==> src/sdmac_addr_pkg.sv <==
// SDMAC address map, byte offsets of the registers and ports and the select enum
package sdmac_addr_pkg;

  // Internal register offsets, byte addresses inside the window
  localparam logic [6:0] off_dawr    = 7'h00;  // DACK width register
  localparam logic [6:0] off_wtc     = 7'h04;  // Word transfer count
  localparam logic [6:0] off_cntr    = 7'h08;  // Control register
  localparam logic [6:0] off_st_dma  = 7'h10;  // Start DMA strobe
  localparam logic [6:0] off_flush   = 7'h14;  // Flush strobe
  localparam logic [6:0] off_clr_int = 7'h18;  // Clear interrupts strobe
  localparam logic [6:0] off_istr    = 7'h1C;  // Interrupt status register
  localparam logic [6:0] off_sp_dma  = 7'h3C;  // Stop DMA strobe

  // External port groups, each covers 16 bytes
  localparam logic [6:0] off_port0   = 7'h40;  // SCSI controller
  localparam logic [6:0] off_port1a  = 7'h50;  // Port 1A
  localparam logic [6:0] off_port2   = 7'h60;  // Port 2
  localparam logic [6:0] off_port1b  = 7'h70;  // Port 1B, shares select with 1A

  // Decoded target of the current address
  typedef enum logic [3:0] {
    dawr,     // Width register
    wtc,      // Count register
    cntr,     // Control register
    st_dma,   // Start action
    flush,    // Flush action
    clr_int,  // Clear interrupt action
    istr,     // Status register
    sp_dma,   // Stop action
    port0,    // SCSI port
    port1,    // Ports 1A and 1B
    port2,    // Port 2
    none      // Unmapped offset
  } reg_sel_e;

endpackage

==> src/sdmac_ctrl_pkg.sv <==
// SDMAC control and status bit layout and the DMA sequencer state type
package sdmac_ctrl_pkg;

  // Control register
  localparam int cntr_width = 9;   // Implemented control bits
  localparam int cntr_ddir  = 1;   // Direction, 1 means toward memory
  localparam int cntr_inten = 2;   // Interrupt output enable

  // Interrupt status register
  localparam int istr_width  = 9;  // Implemented status bits
  localparam int istr_ff_flg = 0;  // Flush done latch
  localparam int istr_tc     = 1;  // Terminal count latch
  localparam int istr_e_int  = 2;  // External interrupt level
  localparam int istr_scsi   = 3;  // SCSI interrupt level
  localparam int istr_int_p  = 4;  // Any source pending

  // DMA sequencer state
  typedef enum logic {
    dma_idle,    // No transfer, requests ignored
    dma_active   // Counting words on each request
  } dma_state_e;

endpackage

==> src/addr_decoder.sv <==
// SDMAC address decoder, maps longword address and bus strobes to active-low selects
module addr_decoder (
  input  logic [6:2] addr,       // CPU longword address
  input  logic       cs_n,       // SDMAC chip select
  input  logic       as_n,       // CPU address strobe
  output logic       dawr_n,     // Width register select
  output logic       wtc_n,      // Count register select
  output logic       cntr_n,     // Control register select
  output logic       st_dma_n,   // Start DMA select
  output logic       flush_n,    // Flush select
  output logic       clr_int_n,  // Clear interrupts select
  output logic       istr_n,     // Status register select
  output logic       sp_dma_n,   // Stop DMA select
  output logic       css_n,      // SCSI controller port
  output logic       csx0_n,     // Ports 1A and 1B
  output logic       csx1_n      // Port 2
);
  import sdmac_addr_pkg::*;

  logic [6:0] byte_off;  // Byte offset of the addressed longword
  logic [6:0] grp_base;  // Base of the 16-byte group
  logic       access;    // Chip select and strobe both low
  reg_sel_e   sel;       // Target before access qualification

  assign byte_off = {addr, 2'b00};
  assign grp_base = {byte_off[6:4], 4'h0};
  assign access   = !cs_n && !as_n;

  // Register offsets match exactly, ports by group
  always_comb begin
    case (byte_off)
      off_dawr:    sel = dawr;
      off_wtc:     sel = wtc;
      off_cntr:    sel = cntr;
      off_st_dma:  sel = st_dma;
      off_flush:   sel = flush;
      off_clr_int: sel = clr_int;
      off_istr:    sel = istr;
      off_sp_dma:  sel = sp_dma;
      default: begin
        case (grp_base)
          off_port0:              sel = port0;
          off_port1a, off_port1b: sel = port1;  // Both halves on one pin
          off_port2:              sel = port2;
          default:                sel = none;   // Gaps in the register area
        endcase
      end
    endcase
  end

  // Every select needs a live access
  assign dawr_n    = !(access && (sel == dawr));
  assign wtc_n     = !(access && (sel == wtc));
  assign cntr_n    = !(access && (sel == cntr));
  assign st_dma_n  = !(access && (sel == st_dma));
  assign flush_n   = !(access && (sel == flush));
  assign clr_int_n = !(access && (sel == clr_int));
  assign istr_n    = !(access && (sel == istr));
  assign sp_dma_n  = !(access && (sel == sp_dma));

  assign css_n     = !(access && (sel == port0));
  assign csx0_n    = !(access && (sel == port1));
  assign csx1_n    = !(access && (sel == port2));

endmodule

==> src/dma_sequencer.sv <==
// SDMAC DMA sequencer, counts words on requests and flags terminal count and flush
module dma_sequencer #(
  parameter int wtc_width = 24                 // Word count width
) (
  input  logic                 cpuclk,         // CPU clock
  input  logic                 rst_n,          // Sync reset
  input  logic                 start_p,        // Start DMA pulse
  input  logic                 stop_p,         // Stop DMA pulse
  input  logic                 flush_p,        // Flush pulse
  input  logic                 dreq,           // Transfer request
  input  logic [wtc_width-1:0] wtc_load,       // Count loaded on start
  output logic [wtc_width-1:0] wtc_rem,        // Words still to move
  output logic                 tc_p,           // Terminal count pulse
  output logic                 flush_done_p,   // Flush finished pulse
  output logic                 dack_n,         // Request acknowledge
  output logic                 dma_active      // Transfer in progress
);
  import sdmac_ctrl_pkg::*;

  dma_state_e           state;      // Idle or active
  logic [wtc_width-1:0] count;      // Remaining words
  logic                 last_word;  // This request ends the transfer

  assign last_word  = (count == wtc_width'(1));
  assign wtc_rem    = count;
  assign dma_active = (state != dma_idle);

  // Stop and flush win over start, start over counting
  always_ff @(posedge cpuclk) begin
    if (!rst_n) begin
      state        <= dma_idle;
      count        <= '0;
      tc_p         <= 1'b0;
      flush_done_p <= 1'b0;
      dack_n       <= 1'b1;
    end else begin
      tc_p         <= 1'b0;
      dack_n       <= 1'b1;
      flush_done_p <= flush_p;                    // No FIFO, flush ends at once
      if (stop_p || flush_p) begin
        state <= dma_idle;                        // Abort, count kept for readback
      end else if (start_p) begin
        count <= wtc_load;
        if (wtc_load == '0) begin
          state <= dma_idle;                      // Nothing to move
          tc_p  <= 1'b1;
        end else begin
          state <= sdmac_ctrl_pkg::dma_active;    // Port of same name hides the value
        end
      end else if ((state != dma_idle) && dreq) begin
        count  <= count - 1'b1;
        dack_n <= 1'b0;                           // Ack in the cycle after the request
        if (last_word) begin
          tc_p  <= 1'b1;
          state <= dma_idle;
        end
      end
    end
  end

endmodule

==> src/int_status.sv <==
// SDMAC interrupt status, latches DMA events, builds status word and interrupt output
module int_status (
  input  logic                                  cpuclk,        // CPU clock
  input  logic                                  rst_n,         // Sync reset
  input  logic                                  tc_p,          // Terminal count pulse
  input  logic                                  flush_done_p,  // Flush finished pulse
  input  logic                                  clr_int_p,     // Clear latches
  input  logic                                  scsi_int,      // SCSI controller level
  input  logic                                  ext_int,       // External level
  input  logic                                  inten,         // Output enable
  output logic [sdmac_ctrl_pkg::istr_width-1:0] istr_word,     // Status word
  output logic                                  int2_n         // Interrupt to host
);
  import sdmac_ctrl_pkg::*;

  logic tc_q;   // Terminal count seen
  logic ff_q;   // Flush done seen
  logic int_p;  // Any source pending

  // A new event beats a clear in the same cycle
  always_ff @(posedge cpuclk) begin
    if (!rst_n) begin
      tc_q <= 1'b0;
      ff_q <= 1'b0;
    end else begin
      if (tc_p) begin
        tc_q <= 1'b1;
      end else if (clr_int_p) begin
        tc_q <= 1'b0;
      end
      if (flush_done_p) begin
        ff_q <= 1'b1;
      end else if (clr_int_p) begin
        ff_q <= 1'b0;
      end
    end
  end

  assign int_p = tc_q || ff_q || ext_int || scsi_int;  // Levels pass straight through

  always_comb begin
    istr_word              = '0;
    istr_word[istr_ff_flg] = ff_q;
    istr_word[istr_tc]     = tc_q;
    istr_word[istr_e_int]  = ext_int;
    istr_word[istr_scsi]   = scsi_int;
    istr_word[istr_int_p]  = int_p;
  end

  assign int2_n = !(int_p && inten);  // Low only when enabled

endmodule

==> src/sdmac_regs.sv <==
// SDMAC register file, access-start detection, writable registers, action pulses, read mux
module sdmac_regs #(
  parameter int wtc_width = 24                              // Word count width
) (
  input  logic                                 cpuclk,      // CPU clock
  input  logic                                 rst_n,       // Sync reset
  input  logic                                 rw,          // 1 read, 0 write
  input  logic [31:0]                          data_in,     // Write data
  input  logic                                 dawr_n,      // Width register select
  input  logic                                 wtc_n,       // Count register select
  input  logic                                 cntr_n,      // Control register select
  input  logic                                 st_dma_n,    // Start DMA select
  input  logic                                 flush_n,     // Flush select
  input  logic                                 clr_int_n,   // Clear interrupts select
  input  logic                                 istr_n,      // Status register select
  input  logic                                 sp_dma_n,    // Stop DMA select
  input  logic [wtc_width-1:0]                 wtc_rem,     // Live remaining count
  input  logic [sdmac_ctrl_pkg::istr_width-1:0] istr_word,  // Status word
  output logic [31:0]                          data_out,    // Read data
  output logic [wtc_width-1:0]                 wtc_load,    // Count to load on start
  output logic                                 inten,       // Interrupt enable
  output logic                                 ddir,        // DMA direction
  output logic                                 start_p,     // Start DMA pulse
  output logic                                 flush_p,     // Flush pulse
  output logic                                 stop_p,      // Stop DMA pulse
  output logic                                 clr_int_p    // Clear interrupts pulse
);
  import sdmac_ctrl_pkg::*;

  // Bit positions in the select vector
  localparam int idx_dawr    = 7;
  localparam int idx_wtc     = 6;
  localparam int idx_cntr    = 5;
  localparam int idx_st_dma  = 4;
  localparam int idx_flush   = 3;
  localparam int idx_clr_int = 2;
  localparam int idx_istr    = 1;
  localparam int idx_sp_dma  = 0;

  logic [7:0]            sel;        // Active-high selects
  logic [7:0]            sel_q;      // Selects at the previous edge
  logic [7:0]            sel_start;  // First cycle of each access
  logic [1:0]            dawr_q;     // DACK width
  logic [wtc_width-1:0]  wtc_q;      // Programmed word count
  logic [cntr_width-1:0] cntr_q;     // Control bits

  assign sel = ~{dawr_n, wtc_n, cntr_n, st_dma_n, flush_n, clr_int_n, istr_n, sp_dma_n};
  assign sel_start = sel & ~sel_q;   // Held strobe gives one start only

  always_ff @(posedge cpuclk) begin
    if (!rst_n) begin
      sel_q <= '0;
    end else begin
      sel_q <= sel;
    end
  end

  // Writes land on the access-start edge only
  always_ff @(posedge cpuclk) begin
    if (!rst_n) begin
      dawr_q <= '0;
      wtc_q  <= '0;
      cntr_q <= '0;
    end else if (!rw) begin
      if (sel_start[idx_dawr]) dawr_q <= data_in[1:0];
      if (sel_start[idx_wtc])  wtc_q  <= data_in[wtc_width-1:0];
      if (sel_start[idx_cntr]) cntr_q <= data_in[cntr_width-1:0];
    end
  end

  // Action strobes fire on read or write alike
  always_ff @(posedge cpuclk) begin
    if (!rst_n) begin
      start_p   <= 1'b0;
      flush_p   <= 1'b0;
      stop_p    <= 1'b0;
      clr_int_p <= 1'b0;
    end else begin
      start_p   <= sel_start[idx_st_dma];
      flush_p   <= sel_start[idx_flush];
      stop_p    <= sel_start[idx_sp_dma];
      clr_int_p <= sel_start[idx_clr_int];
    end
  end

  // Read data, zero when no readable register is selected
  always_comb begin
    data_out = '0;
    if (sel[idx_dawr]) begin
      data_out[1:0] = dawr_q;
    end else if (sel[idx_wtc]) begin
      data_out[wtc_width-1:0] = wtc_rem;          // Count as it runs down
    end else if (sel[idx_cntr]) begin
      data_out[cntr_width-1:0] = cntr_q;
    end else if (sel[idx_istr]) begin
      data_out[istr_width-1:0] = istr_word;
    end
  end

  assign wtc_load = wtc_q;
  assign inten    = cntr_q[cntr_inten];
  assign ddir     = cntr_q[cntr_ddir];

endmodule

==> src/sdmac_top.sv <==
// SDMAC register and control block top, joins decoder, registers, sequencer and interrupts
module sdmac_top #(
  parameter int wtc_width = 24        // Word count width, passed down
) (
  input  logic        cpuclk,         // CPU clock
  input  logic        rst_n,          // Sync reset
  input  logic [6:2]  addr,           // CPU longword address
  input  logic        cs_n,           // Chip select
  input  logic        as_n,           // Address strobe
  input  logic        rw,             // 1 read, 0 write
  input  logic [31:0] data_in,        // Write data
  output logic [31:0] data_out,       // Read data
  output logic        css_n,          // SCSI port select
  output logic        csx0_n,         // Port 1A and 1B select
  output logic        csx1_n,         // Port 2 select
  input  logic        dreq,           // DMA request
  output logic        dack_n,         // DMA acknowledge
  output logic        dma_active,     // Transfer running
  output logic        dma_dir,        // Direction from control register
  input  logic        scsi_int,       // SCSI interrupt level
  input  logic        ext_int,        // External interrupt level
  output logic        int2_n          // Interrupt to host
);
  import sdmac_ctrl_pkg::*;

  logic                  dawr_n, wtc_n, cntr_n, st_dma_n;    // Register selects
  logic                  flush_n, clr_int_n, istr_n, sp_dma_n;
  logic                  start_p, flush_p, stop_p, clr_int_p;  // Action pulses
  logic                  tc_p, flush_done_p;                  // Sequencer events
  logic                  inten;                               // Interrupt enable
  logic [wtc_width-1:0]  wtc_load;                            // Programmed count
  logic [wtc_width-1:0]  wtc_rem;                             // Live count
  logic [istr_width-1:0] istr_word;                           // Status word

  addr_decoder addr_decoder_inst (
    .addr(addr), .cs_n(cs_n), .as_n(as_n),
    .dawr_n(dawr_n), .wtc_n(wtc_n), .cntr_n(cntr_n), .st_dma_n(st_dma_n),
    .flush_n(flush_n), .clr_int_n(clr_int_n), .istr_n(istr_n), .sp_dma_n(sp_dma_n),
    .css_n(css_n), .csx0_n(csx0_n), .csx1_n(csx1_n)
  );

  sdmac_regs #(.wtc_width(wtc_width)) sdmac_regs_inst (
    .cpuclk(cpuclk), .rst_n(rst_n), .rw(rw), .data_in(data_in),
    .dawr_n(dawr_n), .wtc_n(wtc_n), .cntr_n(cntr_n), .st_dma_n(st_dma_n),
    .flush_n(flush_n), .clr_int_n(clr_int_n), .istr_n(istr_n), .sp_dma_n(sp_dma_n),
    .wtc_rem(wtc_rem), .istr_word(istr_word), .data_out(data_out),
    .wtc_load(wtc_load), .inten(inten), .ddir(dma_dir),     // Direction goes out as is
    .start_p(start_p), .flush_p(flush_p), .stop_p(stop_p), .clr_int_p(clr_int_p)
  );

  dma_sequencer #(.wtc_width(wtc_width)) dma_sequencer_inst (
    .cpuclk(cpuclk), .rst_n(rst_n),
    .start_p(start_p), .stop_p(stop_p), .flush_p(flush_p),
    .dreq(dreq), .wtc_load(wtc_load), .wtc_rem(wtc_rem),
    .tc_p(tc_p), .flush_done_p(flush_done_p),
    .dack_n(dack_n), .dma_active(dma_active)
  );

  int_status int_status_inst (
    .cpuclk(cpuclk), .rst_n(rst_n),
    .tc_p(tc_p), .flush_done_p(flush_done_p), .clr_int_p(clr_int_p),
    .scsi_int(scsi_int), .ext_int(ext_int), .inten(inten),
    .istr_word(istr_word), .int2_n(int2_n)
  );

endmodule

==> config.mk <==
export PLATFORM = sky130hd
export DESIGN_NAME = sdmac_top
export DESIGN_NICKNAME = d
export VERILOG_FILES = /design/src/sdmac_addr_pkg.sv /design/src/sdmac_ctrl_pkg.sv /design/src/addr_decoder.sv /design/src/dma_sequencer.sv /design/src/int_status.sv /design/src/sdmac_regs.sv /design/src/sdmac_top.sv
export SDC_FILE = /design/constraint.sdc
export NUM_CORES = 1
export LEC_CHECK = 0
export BUFFER_PORTS_ARGS = -buffer_cell sky130_fd_sc_hd__buf_4
export CAP_MARGIN = 10
export CORE_AREA = 4 4 90 92
export DETAILED_ROUTE_END_ITERATION = 8
export DIE_AREA = 0 0 94 96
export PLACE_DENSITY = 0.89
export SLEW_MARGIN = 30
export SYNTH_ARGS = -nofsm -noshare
export SYNTH_HDL_FRONTEND = slang
export SYNTH_SLANG_ARGS = --single-unit
==> constraint.sdc <==
create_clock -name cpuclk -period 3.1 [get_ports cpuclk]
set_clock_uncertainty 0.2 [all_clocks]
set_input_delay 0.155 -clock cpuclk [delete_from_list [all_inputs] [get_ports cpuclk]]
set_output_delay 0.155 -clock cpuclk [all_outputs]
set_load 0.02 [all_outputs]
=== After elaboration in Yosys (flattened, before gate mapping) ===
Cells that the tools add are included.

* Eq/ne operators: 22
* Bitwise operators: 6
* $add $sub $neg: 1
* Multiply operators: 0
* Reductions and logical operators: 47
* Mux-type cells: 22
* Divide/modulo/power cells: 0
* Shift-type cells: 0
* Order comparisons: 0

{| class="wikitable"
|+ Operators with widths
! operator !! number
|-
| 24-bit two-way mux || 2
|-
| 4-bit one-hot mux with 8 select lines || 1
|-
| 24-bit by 1-bit == test with 1-bit output, second input constant || 1
|-
| 24-bit logical NOT || 1
|-
| 24-bit by 1-bit subtractor with 24-bit output, second input constant || 1
|-
| 22-bit two-way mux || 1
|-
| 5-bit by 3-bit == test with 1-bit output, second input constant || 4
|-
| 9-bit two-way mux || 2
|-
| 4-bit by 3-bit == test with 1-bit output, second input constant || 4
|-
| 8-bit inverter || 2
|-
| 15-bit two-way mux || 1
|-
| 1-bit logical AND || 14
|-
| 1-bit logical NOT || 14
|-
| 3-bit == test, second input constant || 4
|-
| 4-bit == test, second input constant || 3
|-
| 1-bit two-way mux || 12
|-
| 2-bit AND reduction || 5
|-
| 8-bit bitwise AND || 1
|-
| 4-bit by 2-bit == test with 1-bit output, second input constant || 2
|-
| 2-bit nonzero test || 4
|-
| 7-bit logical NOT || 1
|-
| 2-bit one-hot mux with 3 select lines || 1
|-
| 5-bit by 1-bit == test with 1-bit output, second input constant || 1
|-
| 5-bit by 2-bit == test with 1-bit output, second input constant || 1
|-
| 9 further kinds || 15
|}

* ROM bits: 0
* Memories: 0
* Bits in latches: 0
* Logic and storage cells: 113
* Bits in writable memories: 0
* Output and inout port bits: 39
* Flip-flop bits (word level): 77
* Input bits: 45

=== Longest topological paths before layout ===
* Depth in word-level cells: 12
* Depth in mapped cells: 8
* Depth with buffers taken out: 7

=== Modules after synthesis ===
A second synthesis with hierarchy kept.

* Cells, all modules: 517
* Area, all modules: 4,256.6 um2

{| class="wikitable"
|+ Modules (own cells, without submodules)
! module !! times used !! area each (um2) !! seq. area each (um2) !! cells an instance
|-
| sdmac_regs || 1 || 2,082.0 || 920.9 || 238
|-
| dma_sequencer || 1 || 1,895.6 || 560.5 || 242
|-
| int_status || 1 || 156.4 || 40.0 || 18
|-
| addr_decoder || 1 || 122.6 || 0.0 || 19
|}

=== Worst setup path after synthesis ===
OpenSTA, ideal clock, no wires.

* Path kind: register -> register
* From: register dma_sequencer_inst.count[0] (netlist: dma_sequencer_inst.wtc_rem[0])
* To: register dma_sequencer_inst.count[18] (netlist: dma_sequencer_inst.wtc_rem[18])
* Slack: 729 ps
* Arrival time: 2,096 ps
* Required time: 2,826 ps
* Path buffers: 1
* Stages on the path, launching flop included: 9
* Library setup time: 74 ps
* Period minus slack after synthesis: 2,371 ps
* Path through: dfxtp_1 inv_1 ha_1 or3b_2 clkbuf_1 nor4_4 nand2_1 or4_1 a31oi_1

* Word-level cells in the longest chain between the ends: 3

{| class="wikitable"
|+ Ends and longest elaborated chain
! what !! line !! RTL
|-
| from (decl) || dma_sequencer.sv:21 || <nowiki>logic [wtc_width-1:0] count;</nowiki>
|-
| from (signal assigned) || dma_sequencer.sv:43 || <nowiki>count <= wtc_load;</nowiki>
|-
| from (signal assigned) || dma_sequencer.sv:51 || <nowiki>count <= count - 1'b1;</nowiki>
|-
| 24-bit by 1-bit subtractor with 24-bit output || dma_sequencer.sv:51 ||
|-
| 24-bit two-way mux || dma_sequencer.sv:50 || <nowiki>end else if ((state != dma_idle) && dreq) begin</nowiki>
|-
| 24-bit two-way mux || dma_sequencer.sv:42 || <nowiki>end else if (start_p) begin</nowiki>
|}

Every way passes these cells. The select of a mux whose other input is x is not followed.
A chain may end at the register's enable or synchronous reset.

=== Final worst setup path ===
* From: input cs_n
* To: output data_out[2]

* Word-level cells in the longest chain between the ends: 9
* Elaborated cells on any way between the ends: 15
* Those cells by class: mux: 4; bitwise: 1; reduce/logical: 10

{| class="wikitable"
|+ Ends and longest elaborated chain
! what !! line !! RTL
|-
| from (decl) || sdmac_top.sv:8 || <nowiki>input logic cs_n,</nowiki>
|-
| 1-bit logical NOT (*) || addr_decoder.sv:27 || <nowiki>assign access = !cs_n && !as_n;</nowiki>
|-
| 1-bit logical AND (*) || addr_decoder.sv:27 ||
|-
| 1-bit logical AND || addr_decoder.sv:58 || <nowiki>assign istr_n = !(access && (sel == istr));</nowiki>
|-
| 1-bit logical NOT || addr_decoder.sv:58 ||
|-
| 8-bit inverter (*) || sdmac_regs.sv:47 || <nowiki>assign sel = ~{dawr_n, wtc_n, cntr_n, st_dma_n, flush_n, clr_int_n, istr_n, sp_dma_n};</nowiki>
|-
| 5-bit two-way mux || sdmac_regs.sv:95 || <nowiki>end else if (sel[idx_istr]) begin</nowiki>
|-
| 9-bit two-way mux || sdmac_regs.sv:93 || <nowiki>end else if (sel[idx_cntr]) begin</nowiki>
|-
| 9-bit two-way mux || sdmac_regs.sv:91 || <nowiki>end else if (sel[idx_wtc]) begin</nowiki>
|-
| 22-bit two-way mux (*) || sdmac_regs.sv:89 || <nowiki>if (sel[idx_dawr]) begin</nowiki>
|-
| to (decl) || sdmac_top.sv:12 || <nowiki>output logic [31:0] data_out,</nowiki>
|}

Every way passes the cells marked *; elsewhere a longest branch is shown, timed or not.

==> results.cfg <==
[run_status]
status = finished clean

[setup_path]
critPathKind = input pin to output port
crit_chain = dlygate4sd3_1, buf_4, or4_1, nor4_1, nand2b_1, nor3_1, buf_4
endpoint_kind = output port
crit_family = simple AND/OR/NAND/NOR gates
critPathLaunchType = input pin
crit_path_frequent_cell = buf_4
slowest_delay_ns = 0.71
reg2reg_slack_ns = 0.50
required_ns = 2.74
worstPathMaxFanout = 6
crit_slowest_cell = nor4_1
path_buf_inv = 3
worst-endpoint-arrival_ns = 2.62

[final_layout]
mostFrequentLayoutCell = nand2_1
layout.nets = 645
layout_common_cells = nand2_1, buf_4, dfxtp_1
area_delta_synth_final_pct = 26.62
drive_gt1_share_pct = 17.58
regArea_mm2 = 0.001521
stdcell_count = 702
fillers = 596
diodes = 0
final_area_mm2 = 0.004916
multi_input_area_mm2 = 0.002133

[sta]
setup_tns_ns = 0
setup_viol = 0
hold_ws_ns = 0.03317
worstMarginPinSlew_ns = 1.046
finalHoldViolCount = 0
slew-limit-headroom_pct = 29.71
max_freq_ghz = 0.3357
maxSlewViolCount = 0
post-route-period-util_pct = 96.08
rsz0062_at_grt = no
period_minus_slack_ns = 2.979

[clock_tree]
cts_tree = done
clkTransAtPathRegs_ns = 0.08
clk_latency_ns = 0.36
cts_buffer_depth = 2
h-tree-depth = 3
clockRootBuffer = clkbuf_8
numCtsBuffers = 9
cts.sinks = 76

[placement]
placed_cell_area_mm2 = 0.004383
gp_congestion = 0.8957
dp_hpwl_um = 7378
dpl.cell_count = 651
portBuffers = 67

[grt]
overflow = 0
grt_start_max_net_pins = 57
grt_pass1_vias = 3908
antenna_found_initial = 0
grt_pass1_wl_um = 18330
track_usage_pct = 25.61

[pwr]
vdd_ir_drop_max_v = 0.0003261
p_per_area_mw_per_mm2 = 382.1
power.leakage_nw = 1.933

[routing]
wl_per_cell_um = 16.06
drc = 0
vias_per_cell = 5.886
postRouteAntennaNets = 0
vias = 4132
first_pass_iters = 5
route.final.wire_length_um = 11270
drt_iter0_drc = 480

[hold_path]
hp-class = input pin to flop

[logic_synthesis]
ys_seq_area_share_pct = 39.19
ys_types = 57
synth_ff_type = dfxtp_1
async_flop_share_pct = 0
synth_compound_area_share_pct = 19.92
synthXorXnorAreaFrac_pct = 0
ys_warn_count = 0
synth_top_area_share_pct = 39.19
yosys.area_share.simple_pct = 32.61
syn_inst = 509
yosys-top-cells-area = dfxtp_1, nand2_1, a21oi_1
synth_fa_ha_area_share_pct = 0.6445
synth_top_family_by_area = simple AND/OR/NAND/NOR gates
synth-seq-cells = 76
synth_area_mm2 = 0.003882
muxShareOfSynthArea_pct = 0.7734
syn_area_per_cell_um2 = 7.628
synth_edf_count = 0
synth_area_leader_cell = dfxtp_1

[floorplan]
die_y_um = 96
pin_count = 84
start_util_pct = 53.82
core_area_mm2 = 0.007214
die_width_um = 94
dieArea_mm2 = 0.009024
std_cell_rows = 31

[run]
drv_cap = 0
[layer usage]
metal | GRT usage, % | vias to the layer above | wire length, um
li1 | - | 1977 | -
met4 | 12.27 | 0 | 340
met5 | 0 | - | 0
met2 | 41.22 | 235 | 5309
met3 | 6.411 | 41 | 1072
met1 | 32.18 | 1879 | 4549
[final timing paths]
| check | from | endpoint | cells past startpoint |
|---|---|---|---|
| setup / recovery | cs_n | data_out[2] | 7 |
| hold / removal | addr[4] | sdmac_regs_inst.sel_q[0] | 3 |
| setup reg to reg | dma_sequencer_inst.wtc_rem[6] | dma_sequencer_inst.wtc_rem[21] | 5 |
| hold reg to reg | sdmac_regs_inst.sel_q[4] | sdmac_regs_inst.start_p | 1 |
[sequential cells by signal, indices dropped and copies added, names as in the netlist, 2 cells and up]
signal and count:
dma_sequencer_inst.wtc_rem 24, sdmac_regs_inst.cntr_q 9, sdmac_regs_inst.dawr_q 2, sdmac_regs_inst.sel_q 7, sdmac_regs_inst.wtc_load 24
[worst reg2reg max path, cell delays in order (launching register included)]
cell and delay (ns):
dfxtp_1 0.37, or4_1 0.71, nor4_4 0.49, nand4_2 0.16, or4_1 0.44, a31oi_1 0.18
[area by class of cell]
class / instances / area share (%)
multi-input cells: 392 / 43.40
repair buffers: 112 / 18.89
well taps: 99 / 2.520
inverters: 7 / 0.5345
clock buffers: 10 / 2.596
flip-flops and latches: 76 / 30.95
clock inverters: 6 / 1.120
[cell usage after synthesis (4+ instances only)]
cell      count
nand2_1     100
o21ai_0      19
dfxtp_1      76
nand4_1       5
nor2b_1       7
inv_1         6
nor4_1       17
a21oi_1      63
o211ai_1      4
nor2_1       35
or4_1         6
a31oi_1       7
and2_1       17
nand3_1      22
buf_4         8
clkbuf_1     26
nor3_1       14
or2_2         4
a22oi_1       8
a22o_1        6
[power by group]
group | switching, mW | internal, mW
sequential | 0.00274 | 0.978
combinational | 0.0852 | 0.0804
clock | 0.367 | 0.365
total | 0.455 | 1.42
[cells by family (layout without fill, tap and decap cells)]
logic type,after synthesis,count (layout)
muxes,3,3
DFF,76,76
AOI/OAI and AO/OA,128,128
other,1,8
buffers and inverters,48,135
and+or+nand+nor,251,251
adders and majority gates,2,2
[per-stage QoR]
stage / worst slack, ns / util (%) / power (mW)
after global placement: 0.5815 / 60.75 / 1.129
after global routing: 0.06818 / 68.14 / 1.938
after CTS: 0.2007 / 68.14 / 1.874
after floorplan: 0.7294 / - / 1.082
final: 0.1215 / 68.14 / 1.878
after detailed placement: 0.5305 / 60.75 / 1.132
[repair_timing]
action                     in CTS  in global routing
setup endpoints to repair       0                  0
hold endpoints to repair       54                  0
gates resized for setup         0                  0
buffers inserted                0                  0
hold buffers                   35                  0
(Power assumes the default switching activity.)
